## config.mk

```make
export PLATFORM = sky130hd
export DESIGN_NAME = bpu_top
export DESIGN_NICKNAME = d
export VERILOG_FILES = /design/src/design/bpu_apb_pkg.sv /design/src/design/bpu_pkg.sv /design/src/design/bht.sv /design/src/design/bpu_apb_regs.sv /design/src/design/bpu_ctrl.sv /design/src/design/bpu_top.sv /design/src/design/btb.sv
export SDC_FILE = /design/constraint.sdc
export NUM_CORES = 2
export LEC_CHECK = 0
export BUFFER_PORTS_ARGS = -buffer_cell sky130_fd_sc_hd__clkbuf_2
export CORE_MARGIN = 3
export CORE_UTILIZATION = 35
export CTS_BUF_LIST = sky130_fd_sc_hd__clkbuf_4 sky130_fd_sc_hd__clkbuf_8
export DETAILED_ROUTE_END_ITERATION = 10
export GPL_TIMING_DRIVEN = 0
export PLACE_DENSITY = 0.57
export SETUP_SLACK_MARGIN = 0.02
export SYNTH_ARGS = -nofsm -noshare
export SYNTH_HDL_FRONTEND = slang
export SYNTH_SLANG_ARGS = --single-unit
```

## constraint.sdc

```tcl
create_clock -name clk_i -period 4.78 [get_ports clk_i]
set_input_delay 0.239 -clock clk_i [delete_from_list [all_inputs] [get_ports clk_i]]
set_output_delay 0.239 -clock clk_i [all_outputs]
set_load 0.05 [all_outputs]
```

## src/design/bpu_apb_pkg.sv

```systemverilog
/*
 * APB definitions for the branch prediction unit
 * Request and response bundles and the register map
 */

package bpu_apb_pkg;

  // Master to slave
  typedef struct packed {
    logic        psel;
    logic        penable;
    logic        pwrite;
    logic [7:0]  paddr;
    logic [31:0] pwdata;
  } apb_req_t;

  // Slave to master
  typedef struct packed {
    logic [31:0] prdata;
    logic        pready;
    logic        pslverr;
  } apb_rsp_t;

  // --------------------------------------------------
  // Register offsets, one 32-bit word each
  // --------------------------------------------------
  // Bit 0 written as 1 clears both tables and the statistics
  localparam logic [7:0] REG_CTRL    = 8'h00;
  localparam logic [7:0] REG_LOOKUPS = 8'h04;
  localparam logic [7:0] REG_HITS    = 8'h08;
  localparam logic [7:0] REG_MISP    = 8'h0C;

endpackage

```

## src/design/bpu_pkg.sv

```systemverilog
/*
 * Branch prediction unit core definitions
 * Address and table sizes, execute-stage resolution, fetch-side prediction
 * and the statistics bundle shared between the controller and the APB block
 */

package bpu_pkg;

  // --------------------------------------------------
  // Sizes
  // --------------------------------------------------
  // Address width
  localparam int unsigned XLEN = 32;
  // Byte offset bits, fixed since compressed instructions are not supported
  localparam int unsigned OFFSET = 2;
  // BTB index bits, 16 rows
  localparam int unsigned BTB_BITS = 4;
  localparam int unsigned BTB_ROWS = 1 << BTB_BITS;
  // Tag is whatever is left above the index
  localparam int unsigned BTB_TAG_BITS = XLEN - BTB_BITS - OFFSET;
  // BHT index bits, 64 counters
  localparam int unsigned BHT_BITS = 6;
  localparam int unsigned BHT_ROWS = 1 << BHT_BITS;

  // --------------------------------------------------
  // Types
  // --------------------------------------------------
  // One outcome from the execute stage
  typedef struct packed {
    logic [XLEN-1:0] pc;
    logic [XLEN-1:0] target;
    logic            taken;
    // Low when the instruction was not a control transfer after all
    logic            is_branch;
    logic            mispredict;
  } resolution_t;

  // Answer handed back to fetch
  typedef struct packed {
    logic [XLEN-1:0] next_pc;
    logic            taken;
  } prediction_t;

  // Free-running statistics, wrap at 2^32
  typedef struct packed {
    logic [31:0] lookups;
    logic [31:0] hits;
    logic [31:0] mispredicts;
  } bpu_stats_t;

endpackage

```

## src/design/bht.sv

```systemverilog
/*
 * Branch history table
 * 64 two-bit saturating counters, read by the lookup PC,
 * trained by resolved branches
 */

`timescale 1ns/1ps

module bht
  import bpu_pkg::*;
(
  input  logic            clk_i,
  input  logic            rst_n_i,
  input  logic            clear_i,
  input  logic [XLEN-1:0] pc_i,
  input  logic            we_i,
  input  resolution_t     res_i,
  output logic            taken_o
);

  // Weakly not taken is the starting point for every counter
  localparam logic [1:0] CNT_INIT = 2'b01;

  logic [1:0]          cnt_q [BHT_ROWS];
  logic [BHT_BITS-1:0] rd_idx;
  logic [BHT_BITS-1:0] wr_idx;
  logic [1:0]          cnt_cur;
  logic [1:0]          cnt_nxt;

  // Index is pc[7:2] on both ports
  assign rd_idx = pc_i[BHT_BITS+OFFSET-1:OFFSET];
  assign wr_idx = res_i.pc[BHT_BITS+OFFSET-1:OFFSET];

  // --------------------------------------------------
  // Saturating step
  // --------------------------------------------------
  assign cnt_cur = cnt_q[wr_idx];

  always_comb begin
    cnt_nxt = cnt_cur;
    if (res_i.taken) begin
      // Count up, stick at 11
      if (cnt_cur != 2'b11) begin
        cnt_nxt = cnt_cur + 2'd1;
      end
    end else begin
      // Count down, stick at 00
      if (cnt_cur != 2'b00) begin
        cnt_nxt = cnt_cur - 2'd1;
      end
    end
  end

  // Clear beats training
  always_ff @(posedge clk_i or negedge rst_n_i) begin
    if (!rst_n_i) begin
      for (int i = 0; i < BHT_ROWS; i++) begin
        cnt_q[i] <= CNT_INIT;
      end
    end else if (clear_i) begin
      for (int i = 0; i < BHT_ROWS; i++) begin
        cnt_q[i] <= CNT_INIT;
      end
    end else if (we_i) begin
      cnt_q[wr_idx] <= cnt_nxt;
    end
  end

  // Upper bit decides the direction
  assign taken_o = cnt_q[rd_idx][1];

  // A counter sitting at a limit and pushed further must stay put
  a_saturate: assert property (
    @(posedge clk_i) disable iff (!rst_n_i)
    (we_i && !clear_i &&
     ((res_i.taken && cnt_cur == 2'b11) || (!res_i.taken && cnt_cur == 2'b00)))
    |=> (cnt_q[$past(wr_idx)] == $past(cnt_cur))
  );

endmodule

```

## src/design/bpu_apb_regs.sv

```systemverilog
/*
 * APB register block for the branch prediction unit
 * Zero wait states. Issues the table clear pulse and
 * returns the statistics counters
 */

`timescale 1ns/1ps

module bpu_apb_regs
  import bpu_pkg::*;
  import bpu_apb_pkg::*;
(
  input  logic       clk_i,
  input  logic       rst_n_i,
  input  apb_req_t   apb_req_i,
  input  bpu_stats_t stats_i,
  output apb_rsp_t   apb_rsp_o,
  output logic       clear_o
);

  logic access;
  logic mapped;
  logic clear_q;

  // Access phase of a transfer
  assign access = apb_req_i.psel && apb_req_i.penable;

  // --------------------------------------------------
  // Address decode and read mux
  // --------------------------------------------------
  always_comb begin
    mapped = 1'b1;
    apb_rsp_o.prdata = '0;
    unique case (apb_req_i.paddr)
      // Clear bit is self-clearing, reads back as zero
      REG_CTRL:    apb_rsp_o.prdata = '0;
      REG_LOOKUPS: apb_rsp_o.prdata = stats_i.lookups;
      REG_HITS:    apb_rsp_o.prdata = stats_i.hits;
      REG_MISP:    apb_rsp_o.prdata = stats_i.mispredicts;
      default:     mapped = 1'b0;
    endcase
    // Keep the bus quiet outside read access phases
    if (!access || apb_req_i.pwrite) begin
      apb_rsp_o.prdata = '0;
    end
  end

  // No wait states
  assign apb_rsp_o.pready  = access;
  assign apb_rsp_o.pslverr = access && !mapped;

  // --------------------------------------------------
  // Clear pulse
  // --------------------------------------------------
  // Fires for one cycle right after the write's access phase
  always_ff @(posedge clk_i or negedge rst_n_i) begin
    if (!rst_n_i) begin
      clear_q <= 1'b0;
    end else begin
      clear_q <= access && apb_req_i.pwrite &&
                 (apb_req_i.paddr == REG_CTRL) && apb_req_i.pwdata[0];
    end
  end

  assign clear_o = clear_q;

  // Master protocol: enable only inside a selected transfer
  a_penable_psel: assert property (
    @(posedge clk_i) disable iff (!rst_n_i)
    apb_req_i.penable |-> apb_req_i.psel
  );

endmodule

```

## src/design/bpu_ctrl.sv

```systemverilog
/*
 * Branch prediction controller
 * Registers the prediction from the table outputs, turns resolutions
 * into table writes and keeps the lookup, hit and mispredict counts
 */

`timescale 1ns/1ps

module bpu_ctrl
  import bpu_pkg::*;
(
  input  logic                   clk_i,
  input  logic                   rst_n_i,
  input  logic                   clear_i,
  input  logic [XLEN-1:0]        pc_i,
  input  logic                   lookup_i,
  input  logic                   res_valid_i,
  input  resolution_t            res_i,
  input  logic                   btb_hit_i,
  input  logic [XLEN-OFFSET-1:0] btb_target_i,
  input  logic                   bht_taken_i,
  output logic                   btb_we_o,
  output logic                   btb_del_o,
  output logic                   bht_we_o,
  output logic                   pred_valid_o,
  output prediction_t            pred_o,
  output bpu_stats_t             stats_o
);

  logic        pred_valid_q;
  prediction_t pred_q;
  prediction_t pred_d;
  bpu_stats_t  stats_q;

  // --------------------------------------------------
  // Prediction
  // --------------------------------------------------
  // Taken only when the target is known and the counter agrees
  always_comb begin
    pred_d.taken = btb_hit_i && bht_taken_i;
    if (pred_d.taken) begin
      pred_d.next_pc = {btb_target_i, {OFFSET{1'b0}}};
    end else begin
      pred_d.next_pc = pc_i + XLEN'(4);
    end
  end

  always_ff @(posedge clk_i or negedge rst_n_i) begin
    if (!rst_n_i) begin
      pred_valid_q <= 1'b0;
    end else begin
      pred_valid_q <= lookup_i;
    end
  end

  // Payload only moves on a lookup
  always_ff @(posedge clk_i) begin
    if (lookup_i) begin
      pred_q <= pred_d;
    end
  end

  assign pred_valid_o = pred_valid_q;
  assign pred_o       = pred_q;

  // --------------------------------------------------
  // Training decode
  // --------------------------------------------------
  // Not a branch: drop its BTB row; taken: record the target
  assign btb_we_o  = res_valid_i && (!res_i.is_branch || res_i.taken);
  assign btb_del_o = !res_i.is_branch;
  // Direction counters only learn from real branches
  assign bht_we_o  = res_valid_i && res_i.is_branch;

  // --------------------------------------------------
  // Statistics
  // --------------------------------------------------
  always_ff @(posedge clk_i or negedge rst_n_i) begin
    if (!rst_n_i) begin
      stats_q <= '0;
    end else if (clear_i) begin
      stats_q <= '0;
    end else begin
      if (lookup_i) begin
        stats_q.lookups <= stats_q.lookups + 32'd1;
      end
      // Hit means a BTB tag match, whatever the direction
      if (lookup_i && btb_hit_i) begin
        stats_q.hits <= stats_q.hits + 32'd1;
      end
      if (res_valid_i && res_i.mispredict) begin
        stats_q.mispredicts <= stats_q.mispredicts + 32'd1;
      end
    end
  end

  assign stats_o = stats_q;

  // Every prediction handed to fetch carries a fully known payload
  a_pred_known: assert property (
    @(posedge clk_i) disable iff (!rst_n_i)
    pred_valid_o |-> !$isunknown(pred_o)
  );

endmodule

```

## src/design/bpu_top.sv

```systemverilog
/*
 * Branch prediction unit top level
 * BTB and BHT around the prediction controller, with the APB
 * register block for clearing and statistics
 */

`timescale 1ns/1ps

module bpu_top
  import bpu_pkg::*;
  import bpu_apb_pkg::*;
(
  input  logic            clk_i,
  input  logic            rst_n_i,
  input  logic [XLEN-1:0] pc_i,
  input  logic            lookup_i,
  input  logic            res_valid_i,
  input  resolution_t     res_i,
  input  apb_req_t        apb_req_i,
  output logic            pred_valid_o,
  output prediction_t     pred_o,
  output apb_rsp_t        apb_rsp_o
);

  // Table controls and readback
  logic                   clear;
  logic                   btb_we;
  logic                   btb_del;
  logic                   btb_hit;
  logic [XLEN-OFFSET-1:0] btb_target;
  logic                   bht_we;
  logic                   bht_taken;
  bpu_stats_t             stats;

  btb btb_inst (
    .clk_i    (clk_i),
    .rst_n_i  (rst_n_i),
    .clear_i  (clear),
    .pc_i     (pc_i),
    .we_i     (btb_we),
    .del_i    (btb_del),
    .res_i    (res_i),
    .hit_o    (btb_hit),
    .target_o (btb_target)
  );

  bht bht_inst (
    .clk_i   (clk_i),
    .rst_n_i (rst_n_i),
    .clear_i (clear),
    .pc_i    (pc_i),
    .we_i    (bht_we),
    .res_i   (res_i),
    .taken_o (bht_taken)
  );

  bpu_ctrl bpu_ctrl_inst (
    .clk_i        (clk_i),
    .rst_n_i      (rst_n_i),
    .clear_i      (clear),
    .pc_i         (pc_i),
    .lookup_i     (lookup_i),
    .res_valid_i  (res_valid_i),
    .res_i        (res_i),
    .btb_hit_i    (btb_hit),
    .btb_target_i (btb_target),
    .bht_taken_i  (bht_taken),
    .btb_we_o     (btb_we),
    .btb_del_o    (btb_del),
    .bht_we_o     (bht_we),
    .pred_valid_o (pred_valid_o),
    .pred_o       (pred_o),
    .stats_o      (stats)
  );

  bpu_apb_regs bpu_apb_regs_inst (
    .clk_i     (clk_i),
    .rst_n_i   (rst_n_i),
    .apb_req_i (apb_req_i),
    .stats_i   (stats),
    .apb_rsp_o (apb_rsp_o),
    .clear_o   (clear)
  );

endmodule

```

## src/design/btb.sv

```systemverilog
/*
 * Branch target buffer
 * Direct mapped and tagged, targets stored without the byte offset.
 * Combinational read, write or delete from a resolution, bulk clear
 */

`timescale 1ns/1ps

module btb
  import bpu_pkg::*;
(
  input  logic                   clk_i,
  input  logic                   rst_n_i,
  input  logic                   clear_i,
  input  logic [XLEN-1:0]        pc_i,
  input  logic                   we_i,
  input  logic                   del_i,
  input  resolution_t            res_i,
  output logic                   hit_o,
  output logic [XLEN-OFFSET-1:0] target_o
);

  // Valid bits are control state, tag and target are plain storage
  logic [BTB_ROWS-1:0]     valid_q;
  logic [BTB_TAG_BITS-1:0] tag_q [BTB_ROWS];
  logic [XLEN-OFFSET-1:0]  tgt_q [BTB_ROWS];

  logic [BTB_BITS-1:0]     rd_idx;
  logic [BTB_TAG_BITS-1:0] rd_tag;
  logic [BTB_BITS-1:0]     wr_idx;
  logic [BTB_TAG_BITS-1:0] wr_tag;

  // --------------------------------------------------
  // Index and tag split
  // --------------------------------------------------
  // Index is pc[5:2], tag is pc[31:6]
  assign rd_idx = pc_i[BTB_BITS+OFFSET-1:OFFSET];
  assign rd_tag = pc_i[XLEN-1:BTB_BITS+OFFSET];
  assign wr_idx = res_i.pc[BTB_BITS+OFFSET-1:OFFSET];
  assign wr_tag = res_i.pc[XLEN-1:BTB_BITS+OFFSET];

  // --------------------------------------------------
  // Row update
  // --------------------------------------------------
  // Clear beats any training in the same cycle
  always_ff @(posedge clk_i or negedge rst_n_i) begin
    if (!rst_n_i) begin
      valid_q <= '0;
    end else if (clear_i) begin
      valid_q <= '0;
    end else if (we_i) begin
      // Delete drops the row, a write claims it
      valid_q[wr_idx] <= ~del_i;
    end
  end

  always_ff @(posedge clk_i) begin
    if (!clear_i && we_i) begin
      if (del_i) begin
        tag_q[wr_idx] <= '0;
        tgt_q[wr_idx] <= '0;
      end else begin
        tag_q[wr_idx] <= wr_tag;
        // Low offset bits are always zero, so drop them
        tgt_q[wr_idx] <= res_i.target[XLEN-1:OFFSET];
      end
    end
  end

  // --------------------------------------------------
  // Lookup
  // --------------------------------------------------
  assign hit_o    = valid_q[rd_idx] && (tag_q[rd_idx] == rd_tag);
  assign target_o = tgt_q[rd_idx];

  // Controller must settle write-vs-delete before a write races a clear
  a_del_known: assert property (
    @(posedge clk_i) disable iff (!rst_n_i)
    (we_i && clear_i) |-> !$isunknown(del_i)
  );

endmodule

```

==> summary.txt <==
Timing
  • Setup ws final: 0.0969 ns
  • Tmin final: approximately 4.7 ns
  • Final hold vios: 0
  • Worst-margin pin slew: 1.59 ns
  • Slew HR: -5.75%
  • Setup TNS: 0 ns
  • Final Skew: 0.0531 ns
  • Max Fclk: 0.214 GHz
  • Final-report max-slew violation count: 11
  • RSZ-0062 raised after global routing: no
  • Setup Viol. Count Final: 0
  • Period utilization: 98.0%
  • Hold_ws: 0.0833 ns

Logic synthesis
  • Main synth FF type: edfxtp_1
  • Avg Cell Area, Syn: 15.7 µm²
  • Yosys top cell area share: 54.5%
  • Synth top area cells: edfxtp_1 54%, mux4_2 12%, dfrtp_1 8.7%
  • Yosys cell types: 68
  • Area of the mapped netlist: 51200 µm²
  • Post-synth EDFFs: 929
  • Register area share after synthesis: 66.5%
  • Post-Syn Nets: between 3000 and 4000
  • Ys async rst share: 20.7%
  • Gate Count Post-Synth: 3268
  • Post-synthesis register bit count: ~1200
  • Yosys warnings: 0
  • Cell taking the most area after synthesis: edfxtp_1

Clocking
  • CTS tree: built
  • CTS H-Tree Depth: 4
  • Clock Root Buffer: clkbuf_8
  • Maximum root-to-sink buffer count: 3
  • Reg clk slew, reported paths: 0.06 ns
  • CTS Buf Count: 190
  • Clk sink count: 1171
  • Post-CTS Setup Inserts: 0
  • Worst-Skew Late Latency: 0.93 ns

Placement
  • Port bufs: 162
  • Detail Placement HPWL: 108000 µm
  • Final GP Congestion: 0.897
  • Pre-CTS setup slack: -1.02 ns

Final layout
  • Layout cells sized above 1: 26.8%
  • Layout Nets: between 3000 and 4000
  • Final design utilization: a little over two fifths
  • Layout area overhead: 18.1%
  • # fillers: 13100

GRT
  • Number of global-route vias before repair: 32300
  • Initial antenna violation count: 11
  • First-pass GRT wire length: roughly 230000 µm
  • GRT overflow: 0
  • Pin count of the biggest net entering global routing: 89
  • GRT Overall Usage: 21.2%

Status
  • Status: finished with violations
  • Violated checks: capacitance limit, slew limit

Die
  • FP Rows: 139
  • Initial Util: 35.4%
  • Die ar.: ~150000 µm²
  • IO Pins: 214
  • Die Wd: 389 µm
  • Die height: 389 µm
  • Core area: between 100000 and 150000 µm²

Power
  • Pwr/cell area: 363 nW/µm²
  • P_leak: 19.5 nW
  • Total power: between 20 and 25 mW
  • VDD IR max: 0.247 mV

Setup path
  • Setup CP Type: in2reg
  • Worst path depth: 11
  • Bufs and invs on worst path: 5
  • Crit path DAT: approximately 5.3 ns
  • Worst R2R Path Depth: 8
  • Crit end category: flip-flop
  • Slowest stage delay, CP: 1.18 ns
  • CP cell instances: buf_2 -> inv_1 -> buf_1 -> nor2_1 -> o41ai_1 -> o221ai_1 -> or2_2 -> clkbuf_1 -> nor4_4 -> buf_6 -> mux2_1
  • CP Data Required Time: roughly 5.4 ns
  • Worst Setup Start Kind: input port
  • Max Fanout on Critical Path: 10
  • Worst reg2reg setup slack: 0.34 ns
  • Top cell family by delay on the critical path: buffers and inverters
  • CP max stage cell: buf_1

Detailed routing
  • Initial DRT Pass Iterations: 5
  • Routed via count: 32200
  • Drt initial violations: 3257
  • Drt drc: 0
  • DR vias/cell: 5.51
  • Number of routed nets with antenna violations: 0
  • Wire per inst: about 27 µm
  • Routed Wire Length: about 160000 µm

Worst hold path
  • Hold path depth: 3
  • Hold Crit Class: in2reg

Job
  • Max-cap violations: 1
tightest hold or removal path, delay by kind of cell:
| kind | cells | cell delay, ns |
|---|---|---|
| muxes | 1 | 0.18 |
| buffers and inverters | 1 | 0.23 |
| xor gates and xnor gates | 1 | 0.22 |
through the flow:
stage	instances	instance area, µm²
5_1_grt	5837	60500
2_1_floorplan	3268	51200
6_report	5844	60500
4_1_cts	5834	60500
3_5_place_dp	5400	55800
3_3_place_gp	5333	54400
worst paths after layout:
kind | start | end
worst min-delay path | pc_i[22] | bpu_ctrl_inst.pred_o[23]
worst max-delay path | pc_i[5] | bpu_ctrl_inst.pred_o[30]
worst max register to register | btb_inst.tag_q[7][10] | bpu_ctrl_inst.pred_o[30]
worst min register to register | bht_inst.cnt_q[124] | bht_inst.cnt_q[124]
min in group asynchronous | rst_n_i | bht_inst.cnt_q[112]
max in group asynchronous | rst_n_i | bpu_ctrl_inst.stats_o[1]
repair_timing:
| action | CTS | global route |
|---|---|---|
| pin swaps | 0 | 0 |
| hold endpoints to repair | 1046 | 0 |
| hold buffers | 84 | 0 |
| gates cloned | 0 | 0 |
| endpoints found under the setup margin | 27 | 1 |
| resized for setup | 0 | 1 |
state kept, by name, summed over array words and instances, names as in the netlist:
signal                      count
bht_inst.cnt_q                128
bpu_apb_regs_inst.clear_o       1
bpu_ctrl_inst.pred_o           33
bpu_ctrl_inst.pred_valid_o      1
bpu_ctrl_inst.stats_o          96
btb_inst.tag_q                416
btb_inst.tgt_q                480
btb_inst.valid_q               16
power by group:
part / internal [mW] / switching, mW / leakage [nW]
registers: 11.3 / 0.152 / 9.98
clock network: 4.52 / 4.25 / 2.01
logic: 0.622 / 1.10 / 7.49
layer usage:
layer | share of wire, % | vias up | GRT usage (%)
met3 | 8.3 | 261 | 4.47
met4 | 2.4 | 4 | 6.10
met2 | 47 | 1462 | 33.3
li1 | - | 13700 | -
met5 | 0.012 | - | 0
met1 | 43 | 16800 | 29.7
cells in the final DEF, fill, tap and decap left out, types with 21 or more instances in the layout:
cell type        n
a22oi_1         60
clkbuf_2       162
buf_6           26
nor2_1         225
clkinv_1        47
inv_1           25
mux2i_1        129
mux4_2         271
dlygate4sd3_1   83
edfxtp_1       929
buf_2           37
mux2_2          83
mux2_1          27
nor3_1          21
nand3_1        168
nor2b_1         61
nor4_1          37
dfrtp_1        178
clkbuf_4        64
clkbuf_8       197
a21oi_1        122
clkbuf_1       128
buf_12          32
o21ai_0         22
nand2_1        227
and3_1          34
clkinv_2        29
nand4_1         37
and2_1          62
xor2_1          54
dfstp_2         64
xnor2_1         60
final cells by class:
class | count | area (µm²) | share of cell area, %
antenna | 10 | 25.0 | 0.0414
buffer | 215 | 1000 | 1.66
clock buffer | 259 | 3170 | 5.24
clock inverter | 92 | 608 | 1.01
inverter | 27 | 101 | 0.168
multi-input combinational | 1854 | 16200 | 26.8
sequential | 1171 | 34000 | 56.3
tap | 1903 | 2380 | 3.94
timing repair buffer | 313 | 2940 | 4.87
cell families after synthesis:
group | Yosys count | synth area share (%)
buffers and inverters | 243 | 2.16
flip-flops | 1171 | 66.5
AO/OA/AOI/OAI | 290 | 3.69
AND/OR/NAND/NOR | 934 | 8.76
multiplexers | 510 | 16.9
XOR/XNOR | 114 | 1.95
adder cells (fa/ha/maj) | 6 | 0.137
Yosys cell counts (62+ instances only):
cell      count
dfstp_2      64
clkbuf_1    129
nand2_1     227
nor2b_1      62
edfxtp_1    929
nor2_1      238
dfrtp_1     178
mux4_2      271
mux2_2       83
nand3_1     168
a21oi_1     122
mux2i_1     129
and2_1       62
Power figures use the tool's default switching activity.
